<file path="src/design/monoPixPkg.sv">
`default_nettype none

package monoPixPkg;

    localparam int NumCols  = 48;
    localparam int ColBits  = 6;
    localparam int RowBits  = 8;
    localparam int BcidBits = 6;
    localparam int WordBits = ColBits + RowBits + BcidBits; // 20 bit hit frame

    // Readout configuration, Enable sits at the MSB of the shift chain
    typedef struct packed {
        logic               Enable;
        logic               EnTestPattern;
        logic [NumCols-1:0] ColEnable;
    } confT;

    localparam int ConfBits = $bits(confT);

    localparam confT DefaultConf = '{
        Enable:        1'b1,
        EnTestPattern: 1'b0,
        ColEnable:     {NumCols{1'b1}}
    };

    // Column is sent first
    typedef struct packed {
        logic [ColBits-1:0]  Col;
        logic [RowBits-1:0]  Row;
        logic [BcidBits-1:0] Bcid;
    } hitWordT;

    localparam logic [ColBits-1:0] TestPatternCol = 6'h2A;
    localparam logic [RowBits-1:0] TestPatternRow = 8'hA5;

    typedef enum logic {
        SerIdle,
        SerShift
    } serStateT;

endpackage

`default_nettype wire

</file>
<file path="src/design/hitLinkIf.sv">
`timescale 1ns/10ps
`default_nettype none

// One hit word per Valid cycle, receiver hands back one credit per freed slot
interface hitLinkIf;
    import monoPixPkg::*;

    logic                Valid;
    logic [ColBits-1:0]  Col;
    logic [RowBits-1:0]  Row;
    logic [BcidBits-1:0] Bcid;
    logic                Credit; // Single cycle pulse from receiver

    modport snd (output Valid, Col, Row, Bcid, input Credit);
    modport rcv (input Valid, Col, Row, Bcid, output Credit);

endinterface

`default_nettype wire

</file>
<file path="src/design/confShiftReg.sv">
`timescale 1ns/10ps
`default_nettype none

module confShiftReg (
    input  wire logic             ClkBx,
    input  wire logic             reset_ff,
    input  wire logic             DefConf,
    input  wire logic             ShiftConf,
    input  wire logic             LdConf,
    input  wire logic             SiConf,
    output logic                  SoConf,
    output monoPixPkg::confT      Conf
);
    import monoPixPkg::*;

    confT shadowReg; // Serial side, Conf is the copy the readout uses

    assign SoConf = shadowReg[ConfBits-1];

    always_ff @(posedge ClkBx) begin
        if (reset_ff || DefConf) begin
            shadowReg <= DefaultConf;
            Conf      <= DefaultConf;
        end else begin
            if (ShiftConf) begin
                shadowReg <= {shadowReg[ConfBits-2:0], SiConf}; // New bit enters at LSB
            end
            if (LdConf) begin
                Conf <= shadowReg;
            end
        end
    end

    // Loading in the middle of a shift would capture a half-written word
    shiftLoadExclusive: assert property (
        @(posedge ClkBx) disable iff (reset_ff)
        !(ShiftConf && LdConf)
    ) else $error("ShiftConf and LdConf high in the same cycle");

endmodule

`default_nettype wire

</file>
<file path="src/design/frameSerializer.sv">
`timescale 1ns/10ps
`default_nettype none

module frameSerializer (
    input  wire logic ClkBx,
    input  wire logic reset_ff,
    input  wire logic Read,
    hitLinkIf.rcv     In,
    output logic      Token,
    output logic      DataOut,
    output logic      FrameSync
);
    import monoPixPkg::*;

    localparam int IdxBits = $clog2(WordBits);

    serStateT            state;
    hitWordT             wordReg;
    logic [IdxBits-1:0]  bitIdx;   // Bit currently on DataOut
    logic                lastBit;

    assign lastBit = (state == SerShift) && Read && (bitIdx == '0);

    always_ff @(posedge ClkBx) begin
        if (reset_ff) begin
            state  <= SerIdle;
            bitIdx <= '0;
        end else begin
            case (state)
                SerIdle: begin
                    if (In.Valid) begin
                        state  <= SerShift;
                        bitIdx <= IdxBits'(WordBits - 1); // MSB first
                    end
                end
                SerShift: begin
                    if (lastBit) begin
                        state <= SerIdle;
                    end else if (Read) begin
                        bitIdx <= bitIdx - 1'b1;
                    end
                end
                default: state <= SerIdle;
            endcase
        end
    end

    always_ff @(posedge ClkBx) begin
        if (state == SerIdle && In.Valid) begin
            wordReg <= '{Col: In.Col, Row: In.Row, Bcid: In.Bcid};
        end
    end

    assign Token     = state == SerShift;
    assign DataOut   = (state == SerShift) && wordReg[bitIdx];
    assign FrameSync = (state == SerShift) && (bitIdx == IdxBits'(WordBits - 1));
    assign In.Credit = lastBit; // Holding register free again

    // Buffer may only send after the credit came back
    validOnlyInIdle: assert property (
        @(posedge ClkBx) disable iff (reset_ff)
        In.Valid |-> state == SerIdle
    ) else $error("Word delivered while serializer busy");

endmodule

`default_nettype wire

</file>
<file path="src/design/hitBuffer.sv">
`timescale 1ns/10ps
`default_nettype none

module hitBuffer #(
    parameter int BufDepth = 8
) (
    input  wire logic ClkBx,
    input  wire logic reset_ff,
    hitLinkIf.rcv     In,
    hitLinkIf.snd     Out
);
    import monoPixPkg::*;

    localparam int PtrBits = $clog2(BufDepth);

    hitWordT            mem [BufDepth];
    logic [PtrBits:0]   wrPtr; // Extra MSB tells full from empty
    logic [PtrBits:0]   rdPtr;
    logic               dnCredit; // Serializer holding register is free
    logic               empty;
    logic               full;
    logic               pop;

    assign empty = wrPtr == rdPtr;
    assign full  = (wrPtr[PtrBits] != rdPtr[PtrBits])
                   && (wrPtr[PtrBits-1:0] == rdPtr[PtrBits-1:0]);
    assign pop   = !empty && dnCredit;

    always_ff @(posedge ClkBx) begin
        if (In.Valid) begin
            mem[wrPtr[PtrBits-1:0]] <= '{Col: In.Col, Row: In.Row, Bcid: In.Bcid};
        end
    end

    always_ff @(posedge ClkBx) begin
        if (reset_ff) begin
            wrPtr     <= '0;
            rdPtr     <= '0;
            dnCredit  <= 1'b1;
            Out.Valid <= 1'b0;
            In.Credit <= 1'b0;
        end else begin
            if (In.Valid) begin
                wrPtr <= wrPtr + 1'b1;
            end
            if (pop) begin
                rdPtr <= rdPtr + 1'b1;
            end
            // Spent on pop, given back when the last bit leaves the serializer
            dnCredit  <= (dnCredit && !pop) || Out.Credit;
            Out.Valid <= pop;
            In.Credit <= pop; // Slot freed, one credit upstream
        end
    end

    always_ff @(posedge ClkBx) begin
        if (pop) begin
            Out.Col  <= mem[rdPtr[PtrBits-1:0]].Col;
            Out.Row  <= mem[rdPtr[PtrBits-1:0]].Row;
            Out.Bcid <= mem[rdPtr[PtrBits-1:0]].Bcid;
        end
    end

    // Stamper credit accounting has to keep the FIFO from overflowing
    noPushWhenFull: assert property (
        @(posedge ClkBx) disable iff (reset_ff)
        In.Valid |-> !full
    ) else $error("Hit pushed into full buffer");

endmodule

`default_nettype wire

</file>
<file path="src/design/hitStamper.sv">
`timescale 1ns/10ps
`default_nettype none

module hitStamper #(
    parameter int BufDepth = 8
) (
    input  wire logic                         ClkBx,
    input  wire logic                         reset_ff,
    input  wire logic                         ResetBcid,
    input  wire logic                         HitValid,
    input  wire logic [monoPixPkg::ColBits-1:0] HitCol,
    input  wire logic [monoPixPkg::RowBits-1:0] HitRow,
    input  wire monoPixPkg::confT             Conf,
    hitLinkIf.snd                             Out
);
    import monoPixPkg::*;

    localparam int CntBits = $clog2(BufDepth + 1);

    logic [BcidBits-1:0] bcidBin;
    logic [BcidBits-1:0] bcidGray;
    logic [CntBits-1:0]  creditCnt; // Free slots in the buffer
    logic                colInRange;
    logic                sendHit;

    always_ff @(posedge ClkBx) begin
        if (reset_ff || ResetBcid) begin
            bcidBin <= '0;
        end else begin
            bcidBin <= bcidBin + 1'b1;
        end
    end

    assign bcidGray = bcidBin ^ (bcidBin >> 1);

    // Addresses above the last column never pass the filter
    assign colInRange = HitCol < ColBits'(NumCols);
    assign sendHit    = HitValid && Conf.Enable && colInRange && Conf.ColEnable[HitCol]
                        && (creditCnt != '0);

    always_ff @(posedge ClkBx) begin
        if (reset_ff) begin
            Out.Valid <= 1'b0;
            creditCnt <= CntBits'(BufDepth);
        end else begin
            Out.Valid <= sendHit;
            creditCnt <= creditCnt - CntBits'(sendHit) + CntBits'(Out.Credit);
        end
    end

    always_ff @(posedge ClkBx) begin
        if (sendHit) begin
            Out.Col  <= Conf.EnTestPattern ? TestPatternCol : HitCol;
            Out.Row  <= Conf.EnTestPattern ? TestPatternRow : HitRow;
            Out.Bcid <= bcidGray; // Stamp of the sampling edge
        end
    end

    // Buffer must never return more credits than it has slots
    creditBound: assert property (
        @(posedge ClkBx) disable iff (reset_ff)
        creditCnt <= CntBits'(BufDepth)
    ) else $error("Stamper credit count above BufDepth");

endmodule

`default_nettype wire

</file>
<file path="src/design/monoPixTop.sv">
`timescale 1ns/10ps
`default_nettype none

module monoPixTop #(
    parameter int BufDepth = 8
) (
    input  wire logic                           ClkBx,
    input  wire logic                           reset_ff,
    input  wire logic                           DefConf,
    input  wire logic                           ShiftConf,
    input  wire logic                           LdConf,
    input  wire logic                           SiConf,
    output logic                                SoConf,
    input  wire logic                           HitValid,
    input  wire logic [monoPixPkg::ColBits-1:0] HitCol,
    input  wire logic [monoPixPkg::RowBits-1:0] HitRow,
    input  wire logic                           ResetBcid,
    input  wire logic                           Read,
    output logic                                Token,
    output logic                                DataOut,
    output logic                                FrameSync
);
    import monoPixPkg::*;

    confT conf;

    hitLinkIf stampLink ();
    hitLinkIf serLink ();

    confShiftReg i_confShiftReg (
        .ClkBx     (ClkBx),
        .reset_ff  (reset_ff),
        .DefConf   (DefConf),
        .ShiftConf (ShiftConf),
        .LdConf    (LdConf),
        .SiConf    (SiConf),
        .SoConf    (SoConf),
        .Conf      (conf)
    );

    hitStamper #(.BufDepth(BufDepth)) i_hitStamper (
        .ClkBx     (ClkBx),
        .reset_ff  (reset_ff),
        .ResetBcid (ResetBcid),
        .HitValid  (HitValid),
        .HitCol    (HitCol),
        .HitRow    (HitRow),
        .Conf      (conf),
        .Out       (stampLink.snd)
    );

    hitBuffer #(.BufDepth(BufDepth)) i_hitBuffer (
        .ClkBx    (ClkBx),
        .reset_ff (reset_ff),
        .In       (stampLink.rcv),
        .Out      (serLink.snd)
    );

    frameSerializer i_frameSerializer (
        .ClkBx     (ClkBx),
        .reset_ff  (reset_ff),
        .Read      (Read),
        .In        (serLink.rcv),
        .Token     (Token),
        .DataOut   (DataOut),
        .FrameSync (FrameSync)
    );

endmodule

`default_nettype wire

</file>
<file path="config.mk">
export PLATFORM = sky130hd
export DESIGN_NAME = monoPixTop
export DESIGN_NICKNAME = d
export VERILOG_FILES = /design/src/design/monoPixPkg.sv /design/src/design/hitLinkIf.sv /design/src/design/confShiftReg.sv /design/src/design/frameSerializer.sv /design/src/design/hitBuffer.sv /design/src/design/hitStamper.sv /design/src/design/monoPixTop.sv
export SDC_FILE = /design/constraint.sdc
export NUM_CORES = 1
export LEC_CHECK = 0
export BUFFER_PORTS_ARGS = -buffer_cell sky130_fd_sc_hd__buf_2
export CORE_ASPECT_RATIO = 1.75
export CORE_MARGIN = 4
export CORE_UTILIZATION = 55
export DETAILED_ROUTE_END_ITERATION = 12
export PLACE_DENSITY = 0.71
export SYNTH_ARGS = -nofsm -noshare
export SYNTH_HDL_FRONTEND = slang
export SYNTH_SLANG_ARGS = --single-unit
</file>
<file path="constraint.sdc">
create_clock -name ClkBx -period 6.5 [get_ports ClkBx]
set_clock_uncertainty 0.15 [all_clocks]
set_input_delay 0.325 -clock ClkBx [delete_from_list [all_inputs] [get_ports ClkBx]]
set_output_delay 0.325 -clock ClkBx [all_outputs]
set_load 0.05 [all_outputs]
</file>
# Word level (Yosys, flattened, before mapping)
# Memories as Yosys holds them, arrays and structs flattened. A register that Yosys moved wholly into a read port is not among the register bits.
# Index checks and enable logic that the tools add are counted.
# word_totals
rom_bits,0
wordCells,70
memories,1
latchBits,0
out_inout_bits,4
regBits,167
ramBits,160
# mem_list
memory,depth,word_bits,rd,rd_ports_with_merged_regs,write_ports,line_no,source
i_hitBuffer.mem,8,20,1,1,1,hitBuffer.sv:16,hitWordT mem [BufDepth];
# classes
n_shift,0
n_mux,13
magnitude_cmp,3
n_bitwise,2
n_reduce_logical,19
n_mul,0
div,0
add_sub_neg,6
eq_ne,5
# ops
operator,n
2-to-1 mux 5 bit,3
logical AND 1 bit,11
case mux 5 bit (2 select lines),1
"adder 4 x 1 -> 4 bit, second input constant",2
"< comparator 6 x 7 -> 1 bit, second input constant",1
"adder 6 x 1 -> 6 bit, second input constant",1
binary-select mux 1 bit (select 6 bit),1
"< comparator 5 x 6 -> 1 bit, second input constant",1
"< comparator 6 bit, second input constant",1
2-to-1 mux 1 bit,6
"inequality test 2 bit, second input constant",3
XOR 6 x 5 -> 6 bit,1
binary-select mux 1 bit (select 5 bit),1
"equality test 5 bit, second input constant",1
logical NOT 5 bit,1
"subtractor 5 x 1 -> 5 bit, second input constant",1
adder 4 x 1 -> 4 bit,1
equality test 4 bit,1
nonzero test 4 bit,1
subtractor 4 x 1 -> 4 bit,1
logical OR 1 bit,3
AND reduction 3 bit,1
logical NOT 1 bit,2
case mux 1 bit (2 select lines),1
inverter 1 bit,1

# Depth between registers and ports, before layout
# Gate-level depths: netlist (run 1).
# depth
depth_word,6
mapped_depth,12
mapped_depth_nobuf,12

# Modules after synthesis
# Synthesis (run 1) repeated with hierarchy kept, for this count alone.
# unflattened
hier_cells,833
hier_area_um2,13513.0
# by_module_without_submodules
mod,cells_per_inst,area_per_inst_um2,instances
hitBuffer,311,7109.3,1
confShiftReg,323,3540.9,1
hitStamper,124,1719.1,1
frameSerializer,75,1143.6,1

# Worst setup path before layout (run 1)
# Ideal clock, no wire load.
# synth_path
path_kind,input-to-reg
start,in HitCol[0] (netlist bit)
end,reg i_hitStamper.creditCnt[1]
t_arrival_ns,3.995
stages,10
setup_slack_ns,2.233
setup_ns,0.122
n_path_buf,1
path_cell_list,buf_6 mux4_1 mux2i_1 a221o_1 o31ai_1 ha_1 inv_1 ha_1 fa_1 nor2b_1
# synth_between
elab_chain_cells,6
# synth_lines
element,line_no,source
"start, declared",monoPixTop.sv:15,"input wire logic [monoPixPkg::ColBits-1:0] HitCol,"
binary-select mux 1 bit (select 6 bit) or < comparator 6 bit (tied branches),"hitStamper.sv:38, hitStamper.sv:37",
2-to-1 mux 1 bit (not written as such) or logical AND 1 bit (tied branches),hitStamper.sv:38,assign sendHit = HitValid && Conf.Enable && colInRange && Conf.ColEnable[HitCol]
logical AND 1 bit (*),hitStamper.sv:38,
logical AND 1 bit (*),hitStamper.sv:39,&& (creditCnt != '0);
via i_hitStamper.sendHit,hitStamper.sv:24,logic sendHit;
subtractor 4 x 1 -> 4 bit (*),hitStamper.sv:47,creditCnt <= creditCnt - CntBits'(sendHit) + CntBits'(Out.Credit);
adder 4 x 1 -> 4 bit (*),hitStamper.sv:47,
"end signal, assigned",hitStamper.sv:44,creditCnt <= CntBits'(BufDepth);
"end signal, assigned",hitStamper.sv:47,
"end, declared",hitStamper.sv:22,logic [CntBits-1:0] creditCnt;
# Mark *: on every way through the listed nets, which the timed path passes. The rest lies on a longest branch. The select of a mux whose other input is x is not followed.
# A chain may end at the register's enable or synchronous reset.

# Final worst setup path (run 1)
# layout_path
start,reg i_hitStamper.creditCnt[2]
end,reg i_hitStamper.creditCnt[3]
# layout_between
elab_chain_cells,4
# layout_lines
element,line_no
nonzero test 4 bit,hitStamper.sv:39
logical AND 1 bit,hitStamper.sv:39
via i_hitStamper.sendHit,hitStamper.sv:24
subtractor 4 x 1 -> 4 bit,hitStamper.sv:47
adder 4 x 1 -> 4 bit,hitStamper.sv:47
# The timed path passes the listed nets, and every way through them passes these cells.

==> results of run 1 <==
[routing by layer]
| layer | part of all wire | GRT usage | routed length [um] |
|---|---|---|---|
| met5 | 0 | 0 | 0 |
| met4 | 0.025 | 0.0605 | 606 |
| met3 | 0.034 | 0.0217 | 837 |
| met2 | 0.57 | 0.355 | 13900 |
| met1 | 0.37 | 0.209 | 8940 |
[worst max-delay path by stage]
stage                              start                         to  slack (ns)  cells after the start
2_1_floorplan                  HitCol[0]  i_hitStamper.creditCnt[1]        2.23                     10
3_3_place_gp                   HitCol[0]  i_hitStamper.creditCnt[1]        2.78                     10
3_5_place_dp                   HitCol[0]  i_hitStamper.creditCnt[1]        2.65                     10
4_1_cts        i_hitStamper.creditCnt[2]  i_hitStamper.creditCnt[3]        2.86                     12
5_1_grt        i_hitStamper.creditCnt[2]  i_hitStamper.creditCnt[3]        2.60                     12
6_report       i_hitStamper.creditCnt[2]  i_hitStamper.creditCnt[3]        2.86                     12
[state kept, by name, indices dropped and copies added (netlist names), 4 cells and up]
signal	count
i_confShiftReg.Conf	50
i_confShiftReg.shadowReg	49
i_frameSerializer.bitIdx	5
i_frameSerializer.wordReg	20
i_hitBuffer.Out.Bcid	6
i_hitBuffer.Out.Col	6
i_hitBuffer.Out.Row	8
i_hitBuffer.mem	160
i_hitBuffer.rdPtr	4
i_hitBuffer.wrPtr	4
i_hitStamper.Out.Bcid	6
i_hitStamper.Out.Col	6
i_hitStamper.Out.Row	8
i_hitStamper.bcidBin	6
i_hitStamper.creditCnt	4
[logic make-up (layout without fill, tap and decap cells)]
| logic type | count (synthesis) | count (layout) | synth area share |
|---|---|---|---|
| flip-flops | 347 | 347 | 0.685 |
| multiplexers | 185 | 185 | 0.199 |
| AND/OR/NAND/NOR | 183 | 183 | 0.0610 |
| buffers and inverters | 60 | 118 | 0.0180 |
| XOR/XNOR | 18 | 18 | 0.0118 |
| AO/OA/AOI/OAI | 17 | 17 | 0.0102 |
| adder cells (fa/ha/maj) | 15 | 15 | 0.0146 |
[per-stage QoR]
stage / cell area, um^2 / hold slack (ns) / power [uW] / worst slack (ns)
6_report: 14900 / 0.0598 / 4970 / 2.86
5_1_grt: 14900 / 0.0448 / 5180 / 2.60
4_1_cts: 14900 / 0.0356 / 5020 / 2.86
3_5_place_dp: 13800 / 0.255 / 3240 / 2.65
3_3_place_gp: 13800 / 0.254 / 3210 / 2.78
2_1_floorplan: 13300 / 0.250 / 3090 / 2.23
[final cells by class]
| type | count | area [um^2] |
|---|---|---|
| Sequential cell | 347 | 9150 |
| Fill cell | 1714 | 9000 |
| Multi-Input combinational cell | 418 | 4000 |
| Clock buffer | 38 | 810 |
| Tap cell | 308 | 385 |
| Timing Repair Buffer | 52 | 358 |
| Clock inverter | 14 | 176 |
| Inverter | 14 | 52.6 |
[cell usage after synthesis (all sizes together) (2+ instances only)]
| cell | instances |
|---|---|
| clkbuf | 28 |
| o31ai | 2 |
| dfxtp | 127 |
| mux2i | 106 |
| xor2 | 10 |
| a21oi | 6 |
| or2 | 8 |
| nand2b | 7 |
| ha | 14 |
| inv | 14 |
| nor3 | 8 |
| buf | 18 |
| nand3 | 3 |
| or3 | 3 |
| nor2 | 25 |
| xnor2 | 8 |
| mux2 | 20 |
| nand2 | 107 |
| mux4 | 59 |
| o21ai | 2 |
| nor2b | 13 |
| edfxtp | 220 |
[worst reg2reg max path, stage by stage, from the launching register on]
cell and delay (ns):
dfxtp_1 0.32, inv_1 0.06, ha_1 0.19, a221oi_1 0.45, inv_1 0.16, o31ai_4 0.95
ha_1 0.30, inv_1 0.08, ha_1 0.28, a21o_1 0.18, a21oi_1 0.17, xnor2_1 0.14
nand2b_1 0.09
[power groups by stage]
stage               clock (uW)  combinational (uW)  sequential [uW]
floorplan                    0                 452             2640
global placement             0                 546             2660
detailed placement           0                 565             2670
CTS                       1820                 581             2620
global route              1910                 626             2640
finish                    1780                 570             2620
==> flow_summary.yaml, run 1 <==
die:
  die-area_um2: 26900
  die_w_um: 126
  initial_core_util: 0.558
  io_pins: 27
  die_h_um: 214
  std_cell_rows: 75
  core_area_um2: 23900
route:
  drc: 0
  wirelength_um: 24300
  drtAntennaViolNets: 0
  vias: 6699
  drt-initial-drc-count: 386
  post_drt_wl_per_cell_um: 20.4
  dr.pass1.iters: 4
  vias_per_cell: 5.62
synthesis:
  synth_edf_count: 220
  async_reset_ff_frac: 0
  synthTopCellsByArea: "edfxtp_1, dfxtp_1, mux4_2"
  ys.flop_type: "edfxtp_1"
  synthCells: 825
  synth.distinct_cells: 42
  yosysSeqAreaShare: 0.685
  yosysWarnings: 0
  yosys.area.top_type: "edfxtp_1"
  synth_top_area_share: 0.495
  syn_nets: 863
  synth.avg_cell_area_um2: 16.2
  ys_ff_latch: 347
  mappedNetlistArea_um2: 13300
setup_path:
  arrival_ns: 3.91
  cp-start-kind: "register"
  ff2ff_setup_slack_ns: 2.86
  path_buf_inv: 3
  required_ns: 6.77
  ff2ff_path_depth: 12
  cp_top_family: "compound AO/OA/AOI/OAI gates"
  cp-end-kind: "register"
  critPathMaxStageDelay_ns: 0.95
  crit_type: "reg2reg"
  worstPathCellList: "inv_1 -> ha_1 -> a221oi_1 -> inv_1 -> o31ai_4 -> ha_1 -> inv_1 -> ha_1 -> a21o_1 -> a21oi_1 -> xnor2_1 -> nand2b_1"
  r2r_start: "i_hitStamper.creditCnt[2]"
  rr_endpoint: "i_hitStamper.creditCnt[3]"
  worst-path-max-fanout: 21
  cp_slowest_cell: "o31ai_4"
pwr:
  internal_power_uw: 3840
  p_sw_uw: 1130
  p_leak_uw: 0.00525
  swShare: 0.226
  peakVddDrop_mv: 0.255
  clockPowerShare: 0.358
  seq_power_share: 0.527
  power_frac_comb: 0.115
  p_per_area_nw_per_um2: 333
timing:
  fmax_mhz: 275
  worst_pin_slew_ns: 1.08
  finalSetupTns_ns: 0
  min_period_ns: 3.64
  slew_headroom: 0.283
  drv_slew: 0
  hold_violations: 0
  rsz0062_at_grt: "no"
  finalSetupViolCount: 0
  min_period_over_period: 0.560
worst_hold_path:
  hold_end: "i_hitStamper.Out.Col[4]"
  worstHoldPathType: "in2reg"
  hp-start: "HitCol[4]"
  whs_path_depth: 2
cts:
  ctsHoldBuffers: 13
  clock-sinks: 347
  cts.clk_slew.worst_paths_ns: 0.07
  cts_buffers: 28
  root_buffer: "clkbuf_16"
  clk_latency_ns: 0.55
  clock_path_buffers: 3
  post_cts_resized: 0
  cts_tree: "built"
  htree_num_levels: 1
  cts_setup_buffers: 0
run_status:
  status: "complete, no violations"
cells_and_area:
  mostFrequentLayoutCells: "edfxtp_1, dfxtp_1, nand2_1, mux2i_1, mux4_2"
  utilization: 0.624
  nets: 899
  area_growth_pct: 11.9
  final_cell_count_no_fill: 1191
  final_common_cell: "edfxtp_1"
  drive_above_1_share: 0.190
  antenna_cells: 0
global_routing:
  grt_pass1_wl_um: 39500
  grt_max_degree: 75
  track_usage: 0.184
  grt_antenna_before_repair: 0
  overflow: 0
  grt_pass1_vias: 7223
placed_design:
  post-dp-hpwl_um: 15300
  dp_cells: 1126
  gp_congestion: 0.753
  port_buffers: 26
job:
  drv_cap: 0
Note: power is estimated with default switching activity, not from simulation.
==> run 2, diff against run 1 <==
--- a/config.mk
+++ b/config.mk
@@ -10,7 +10,7 @@
 export CORE_MARGIN = 4
 export CORE_UTILIZATION = 55
 export DETAILED_ROUTE_END_ITERATION = 12
-export PLACE_DENSITY = 0.71
+export PLACE_DENSITY = 0.74
 export SYNTH_ARGS = -nofsm -noshare
 export SYNTH_HDL_FRONTEND = slang
 export SYNTH_SLANG_ARGS = --single-unit
==> constraint.sdc (replaced) <==
create_clock -name ClkBx -period 3 [get_ports ClkBx]
set_clock_uncertainty 0.15 [all_clocks]
set_input_delay 0.15 -clock ClkBx [delete_from_list [all_inputs] [get_ports ClkBx]]
set_output_delay 0.15 -clock ClkBx [all_outputs]
set_load 0.05 [all_outputs]
==> flow_summary.yaml, run 2 (synthesized netlist as in run 1, its figures left out) <==
run_status:
  status: "complete, no violations"
route:
  vias_per_cell: 5.62
  wirelength_um: 24400
  drtAntennaViolNets: 0
  vias: 6765
  drc: 0
  dr.pass1.iters: 4
  post_drt_wl_per_cell_um: 20.2
  drt-initial-drc-count: 316
timing:
  finalSetupViolCount: 0
  fin_ws_ns: 0.113
  fmax_mhz: 346
  min_period_ns: 2.89
  worst_pin_slew_ns: 0.855
  hold_violations: 0
  min_period_over_period: 0.962
  drv_slew: 0
  slew_headroom: 0.429
  rsz0062_at_grt: "no"
setup_path:
  cp_top_family: "multiplexers"
  crit_type: "reg2reg"
  path_buf_inv: 1
  worst-path-max-fanout: 2
  critPathLaunch: "i_confShiftReg.Conf[43]"
  cp-start-kind: "register"
  required_ns: 3.27
  cp_slowest_cell: "mux4_2"
  worstPathCellList: "mux4_2 -> mux4_2 -> nand3_2 -> o31ai_4 -> ha_4 -> inv_2 -> ha_4 -> fa_1 -> xnor2_1 -> nor2_1"
  cp-end-kind: "register"
  r2r_start: "i_confShiftReg.Conf[43]"
  arrival_ns: 3.16
  critPathMaxStageDelay_ns: 0.53
die:
  die_w_um: 126
  initial_core_util: 0.558
  die-area_um2: 26900
  core_area_um2: 23900
  die_h_um: 214
  std_cell_rows: 75
  io_pins: 27
cts:
  clock_path_buffers: 3
  root_buffer: "clkbuf_16"
  clk_latency_ns: 0.57
  htree_num_levels: 1
  cts_tree: "built"
  clock-sinks: 347
  cts_buffers: 28
  cts.clk_slew.worst_paths_ns: 0.07
global_routing:
  track_usage: 0.184
  grt_pass1_wl_um: 39000
  overflow: 0
  grt_pass1_vias: 7197
  grt_max_degree: 69
  grt_antenna_before_repair: 0
placed_design:
  pre_cts_slack_ns: -0.179
  dp_cells: 1132
  gp_congestion: 0.814
  post-dp-hpwl_um: 15500
  port_buffers: 26
cells_and_area:
  drive_above_1_share: 0.204
  fillers: 1681
  area_growth_pct: 12.6
  mostFrequentLayoutCells: "edfxtp_1, dfxtp_1, nand2_1, mux2i_1, mux4_2"
  final_common_cell: "edfxtp_1"
  multi_input_area_um2: 4030
  final_cell_count_no_fill: 1203
  utilization: 0.628
  antenna_cells: 0
  largest_reg_flops: 160
  register_area_um2: 9150
  nets: 911
pwr:
  p_per_area_nw_per_um2: 702
  peakVddDrop_mv: 0.591
  internal_power_uw: 8080
  swShare: 0.234
  p_leak_uw: 0.00529
  seq_power_share: 0.540
  power_frac_comb: 0.122
  clockPowerShare: 0.338
  p_sw_uw: 2470
worst_hold_path:
  hp-start: "ShiftConf"
  worstHoldPathType: "in2reg"
job:
  drv_cap: 0
[run 2: cell count changes in the layout (fill, tap and decap cells not counted), moves of 2 or more]
cell and delta:
ha_4 +2, dlygate4sd3_1 +6, bufinv_16 -3, nor2_1 -2, nor2_2 +3, buf_12 +4
mux4_1 -2, ha_1 -2, clkinv_2 +3, buf_4 +2, mux4_2 +2
[run 2: worst paths after layout]
kind                                                      to  slack [ns]  cells after the start
worst min register to register  i_frameSerializer.wordReg[6]        0.26                      0
worst max register to register     i_hitStamper.creditCnt[2]        0.11                     10
worst max-delay path               i_hitStamper.creditCnt[2]        0.11                     10
worst min-delay path             i_confShiftReg.shadowReg[1]        0.04                      3
[run 2: per-stage QoR]
step | total power [uW] | hold slack [ns] | cell area (um^2) | setup TNS, ns
after CTS | 10700 | 0.0161 | 15000 | 0
after global placement | 7020 | 0.215 | 13900 | -0.233
final | 10600 | 0.0425 | 15000 | 0
after floorplan | 6730 | 0.0793 | 13400 | 0
after global routing | 11000 | 0.0557 | 15000 | 0
after detailed placement | 7100 | 0.227 | 13900 | -0.356
[run 2: layer usage]
layer  share of wire  track usage  vias up
met5               0            0        -
met4           0.032       0.0698        0
met3           0.038       0.0237       45
met2            0.56        0.353      142
met1            0.37        0.205     3413
li1                -            -     3165
[run 2: power by group through the flow]
stage	logic [uW]	registers [uW]	clock network [uW]
2_1_floorplan	1010	5720	0
3_3_place_gp	1230	5780	0
3_5_place_dp	1280	5820	0
4_1_cts	1310	5710	3640
5_1_grt	1400	5740	3860
6_report	1280	5700	3570
[run 2: timing repair]
action | 4_1_cts | 5_1_grt
hold buffers | 19 | 0
endpoints found under the setup margin | 0 | 3
resized for setup | 0 | 3
hold endpoints to repair | 71 | 0
buffers inserted | 0 | 0
[run 2: tightest hold or removal path, cell delays in order]
cell	delay, ns
buf_2	0.32
mux2i_1	0.20
nand2_1	0.06
[run 2: layout make-up]
type / instances / share of cell area
inverter: 14 / 0.00350
clock buffer: 38 / 0.0524
tap: 308 / 0.0256
clock inverter: 14 / 0.00766
multi-input combinational: 418 / 0.268
sequential: 347 / 0.609
timing repair buffer: 64 / 0.0341
==> run 3, diff against run 2 <==
--- a/config.mk
+++ b/config.mk
@@ -8,9 +8,9 @@
 export BUFFER_PORTS_ARGS = -buffer_cell sky130_fd_sc_hd__buf_2
 export CORE_ASPECT_RATIO = 1.75
 export CORE_MARGIN = 4
-export CORE_UTILIZATION = 55
+export CORE_UTILIZATION = 56
 export DETAILED_ROUTE_END_ITERATION = 12
-export PLACE_DENSITY = 0.74
+export PLACE_DENSITY = 0.75
 export SYNTH_ARGS = -nofsm -noshare
 export SYNTH_HDL_FRONTEND = slang
 export SYNTH_SLANG_ARGS = --single-unit
==> flow_summary.yaml, run 3 (synthesized netlist as in run 1, its figures left out) <==
run_status:
  status: "complete, no violations"
cells_and_area:
  final_common_cell: "edfxtp_1"
  final_cell_count_no_fill: 1202
  multi_input_area_um2: 4020
  antenna_cells: 0
  register_area_um2: 9150
  area_growth_pct: 12.6
  largest_reg_flops: 160
  nets: 914
  drive_above_1_share: 0.206
  utilization: 0.642
  fillers: 1616
  mostFrequentLayoutCells: "edfxtp_1, dfxtp_1, nand2_1, mux2i_1, mux4_2"
placed_design:
  port_buffers: 26
  dp_cells: 1131
  gp_congestion: 0.795
  post-dp-hpwl_um: 15400
  pre_cts_slack_ns: -0.127
global_routing:
  grt_max_degree: 46
  grt_antenna_before_repair: 0
  overflow: 0
  grt_pass1_wl_um: 38600
  grt_pass1_vias: 7323
  track_usage: 0.185
pwr:
  p_leak_uw: 0.00531
  peakVddDrop_mv: 0.555
  p_per_area_nw_per_um2: 695
setup_path:
  cp.depth: 9
  r2r_start: "i_confShiftReg.Conf[41]"
  worst-path-max-fanout: 2
  cp-end-kind: "register"
  cpMostUsedCell: "ha_4"
  cp_slowest_cell: "mux4_2"
  cp-start-kind: "register"
  ff2ff_path_depth: 9
  arrival_ns: 3.18
  critPathLaunch: "i_confShiftReg.Conf[41]"
  cp_top_family: "multiplexers"
  worstPathCellList: "mux4_1 -> mux4_2 -> nand3_2 -> o31ai_4 -> ha_4 -> inv_2 -> ha_4 -> fa_2 -> nor2b_1"
  crit_type: "reg2reg"
  path_buf_inv: 1
  ff2ff_setup_slack_ns: 0.14
  rr_endpoint: "i_hitStamper.creditCnt[1]"
  required_ns: 3.33
  endpoint: "i_hitStamper.creditCnt[1]"
  critPathMaxStageDelay_ns: 0.53
die:
  io_pins: 27
  die_w_um: 125
  die_h_um: 212
  std_cell_rows: 74
  core_area_um2: 23400
  initial_core_util: 0.570
  die-area_um2: 26500
timing:
  finalSetupViolCount: 0
  fmax_mhz: 350
  slew_headroom: 0.424
  fin_ws_ns: 0.143
  drv_slew: 0
  holdWs_ns: 0.0413
  worst_pin_slew_ns: 0.862
  rsz0062_at_grt: "no"
  hold_violations: 0
  min_period_ns: 2.86
  min_period_over_period: 0.952
cts:
  cts_buffers: 28
  root_buffer: "clkbuf_16"
  cts.clk_slew.worst_paths_ns: 0.07
  clock-sinks: 347
  clk_latency_ns: 0.54
  htree_num_levels: 1
  clock_path_buffers: 3
  cts_tree: "built"
route:
  drt-initial-drc-count: 330
  wirelength_um: 23600
  drc: 0
  post_drt_wl_per_cell_um: 19.6
  vias_per_cell: 5.60
  drtAntennaViolNets: 0
  dr.pass1.iters: 4
  vias: 6737
worst_hold_path:
  whs_path_depth: 3
  worstHoldPathType: "in2reg"
job:
  drv_cap: 0
## run 3: layout make-up
class | instances | share of cell area
clock inverters | 18 | 0.00716
inverters | 14 | 0.00350
flip-flops and latches | 347 | 0.609
repair buffers | 67 | 0.0356
clock buffers | 34 | 0.0519
multi-input cells | 418 | 0.268
well taps | 304 | 0.0253
## run 3: timing repair
| item | CTS | global route |
|---|---|---|
| hold buffers | 19 | 0 |
| hold endpoints to repair | 49 | 0 |
| gates resized for setup | 0 | 4 |
| endpoints found under the setup margin | 0 | 4 |
| buffers inserted | 0 | 0 |
## run 3: worst reg2reg max path: stages (launching register included)
cell,delay (ns)
dfxtp_1,0.31
mux4_1,0.50
mux4_2,0.53
nand3_2,0.12
o31ai_4,0.08
ha_4,0.27
inv_2,0.03
ha_4,0.15
fa_2,0.52
nor2b_1,0.12
## run 3: routing by layer
| layer | part of all wire | routed length [um] | vias to the layer above | GRT usage |
|---|---|---|---|---|
| met2 | 0.58 | 13700 | 147 | 0.374 |
| met3 | 0.039 | 911 | 37 | 0.0206 |
| met5 | 0 | 0 | - | 0 |
| li1 | - | - | 3169 | - |
| met4 | 0.023 | 532 | 0 | 0.0617 |
| met1 | 0.36 | 8510 | 3384 | 0.196 |
## run 3: stage by stage
step / total power (uW) / TNS, ns / cell area [um^2]
after floorplan: 6730 / 0 / 13400
after global placement: 7010 / -0.0491 / 13900
after detailed placement: 7080 / -0.223 / 13900
after CTS: 10600 / 0 / 15000
after global routing: 10900 / 0 / 15000
final: 10400 / 0 / 15000
## run 3: power breakdown
part           switching [uW]  total, uW  internal (uW)  leakage [uW]
sequential                184       5690           5500       0.00303
combinational             655       1290            636       0.00183
clock                    1570       3470           1900      0.000446
total                    2410      10400           8030       0.00531
## run 3: worst min-delay path by stage
stage / from / to / slack [ns]
6_report: HitCol[1] / i_hitStamper.Out.Col[1] / 0.04
3_3_place_gp: SiConf / i_confShiftReg.shadowReg[0] / 0.21
3_5_place_dp: SiConf / i_confShiftReg.shadowReg[0] / 0.22
2_1_floorplan: DefConf / i_confShiftReg.Conf[48] / 0.08
5_1_grt: HitCol[1] / i_hitStamper.Out.Col[1] / 0.04
4_1_cts: HitCol[1] / i_hitStamper.Out.Col[1] / 0.01
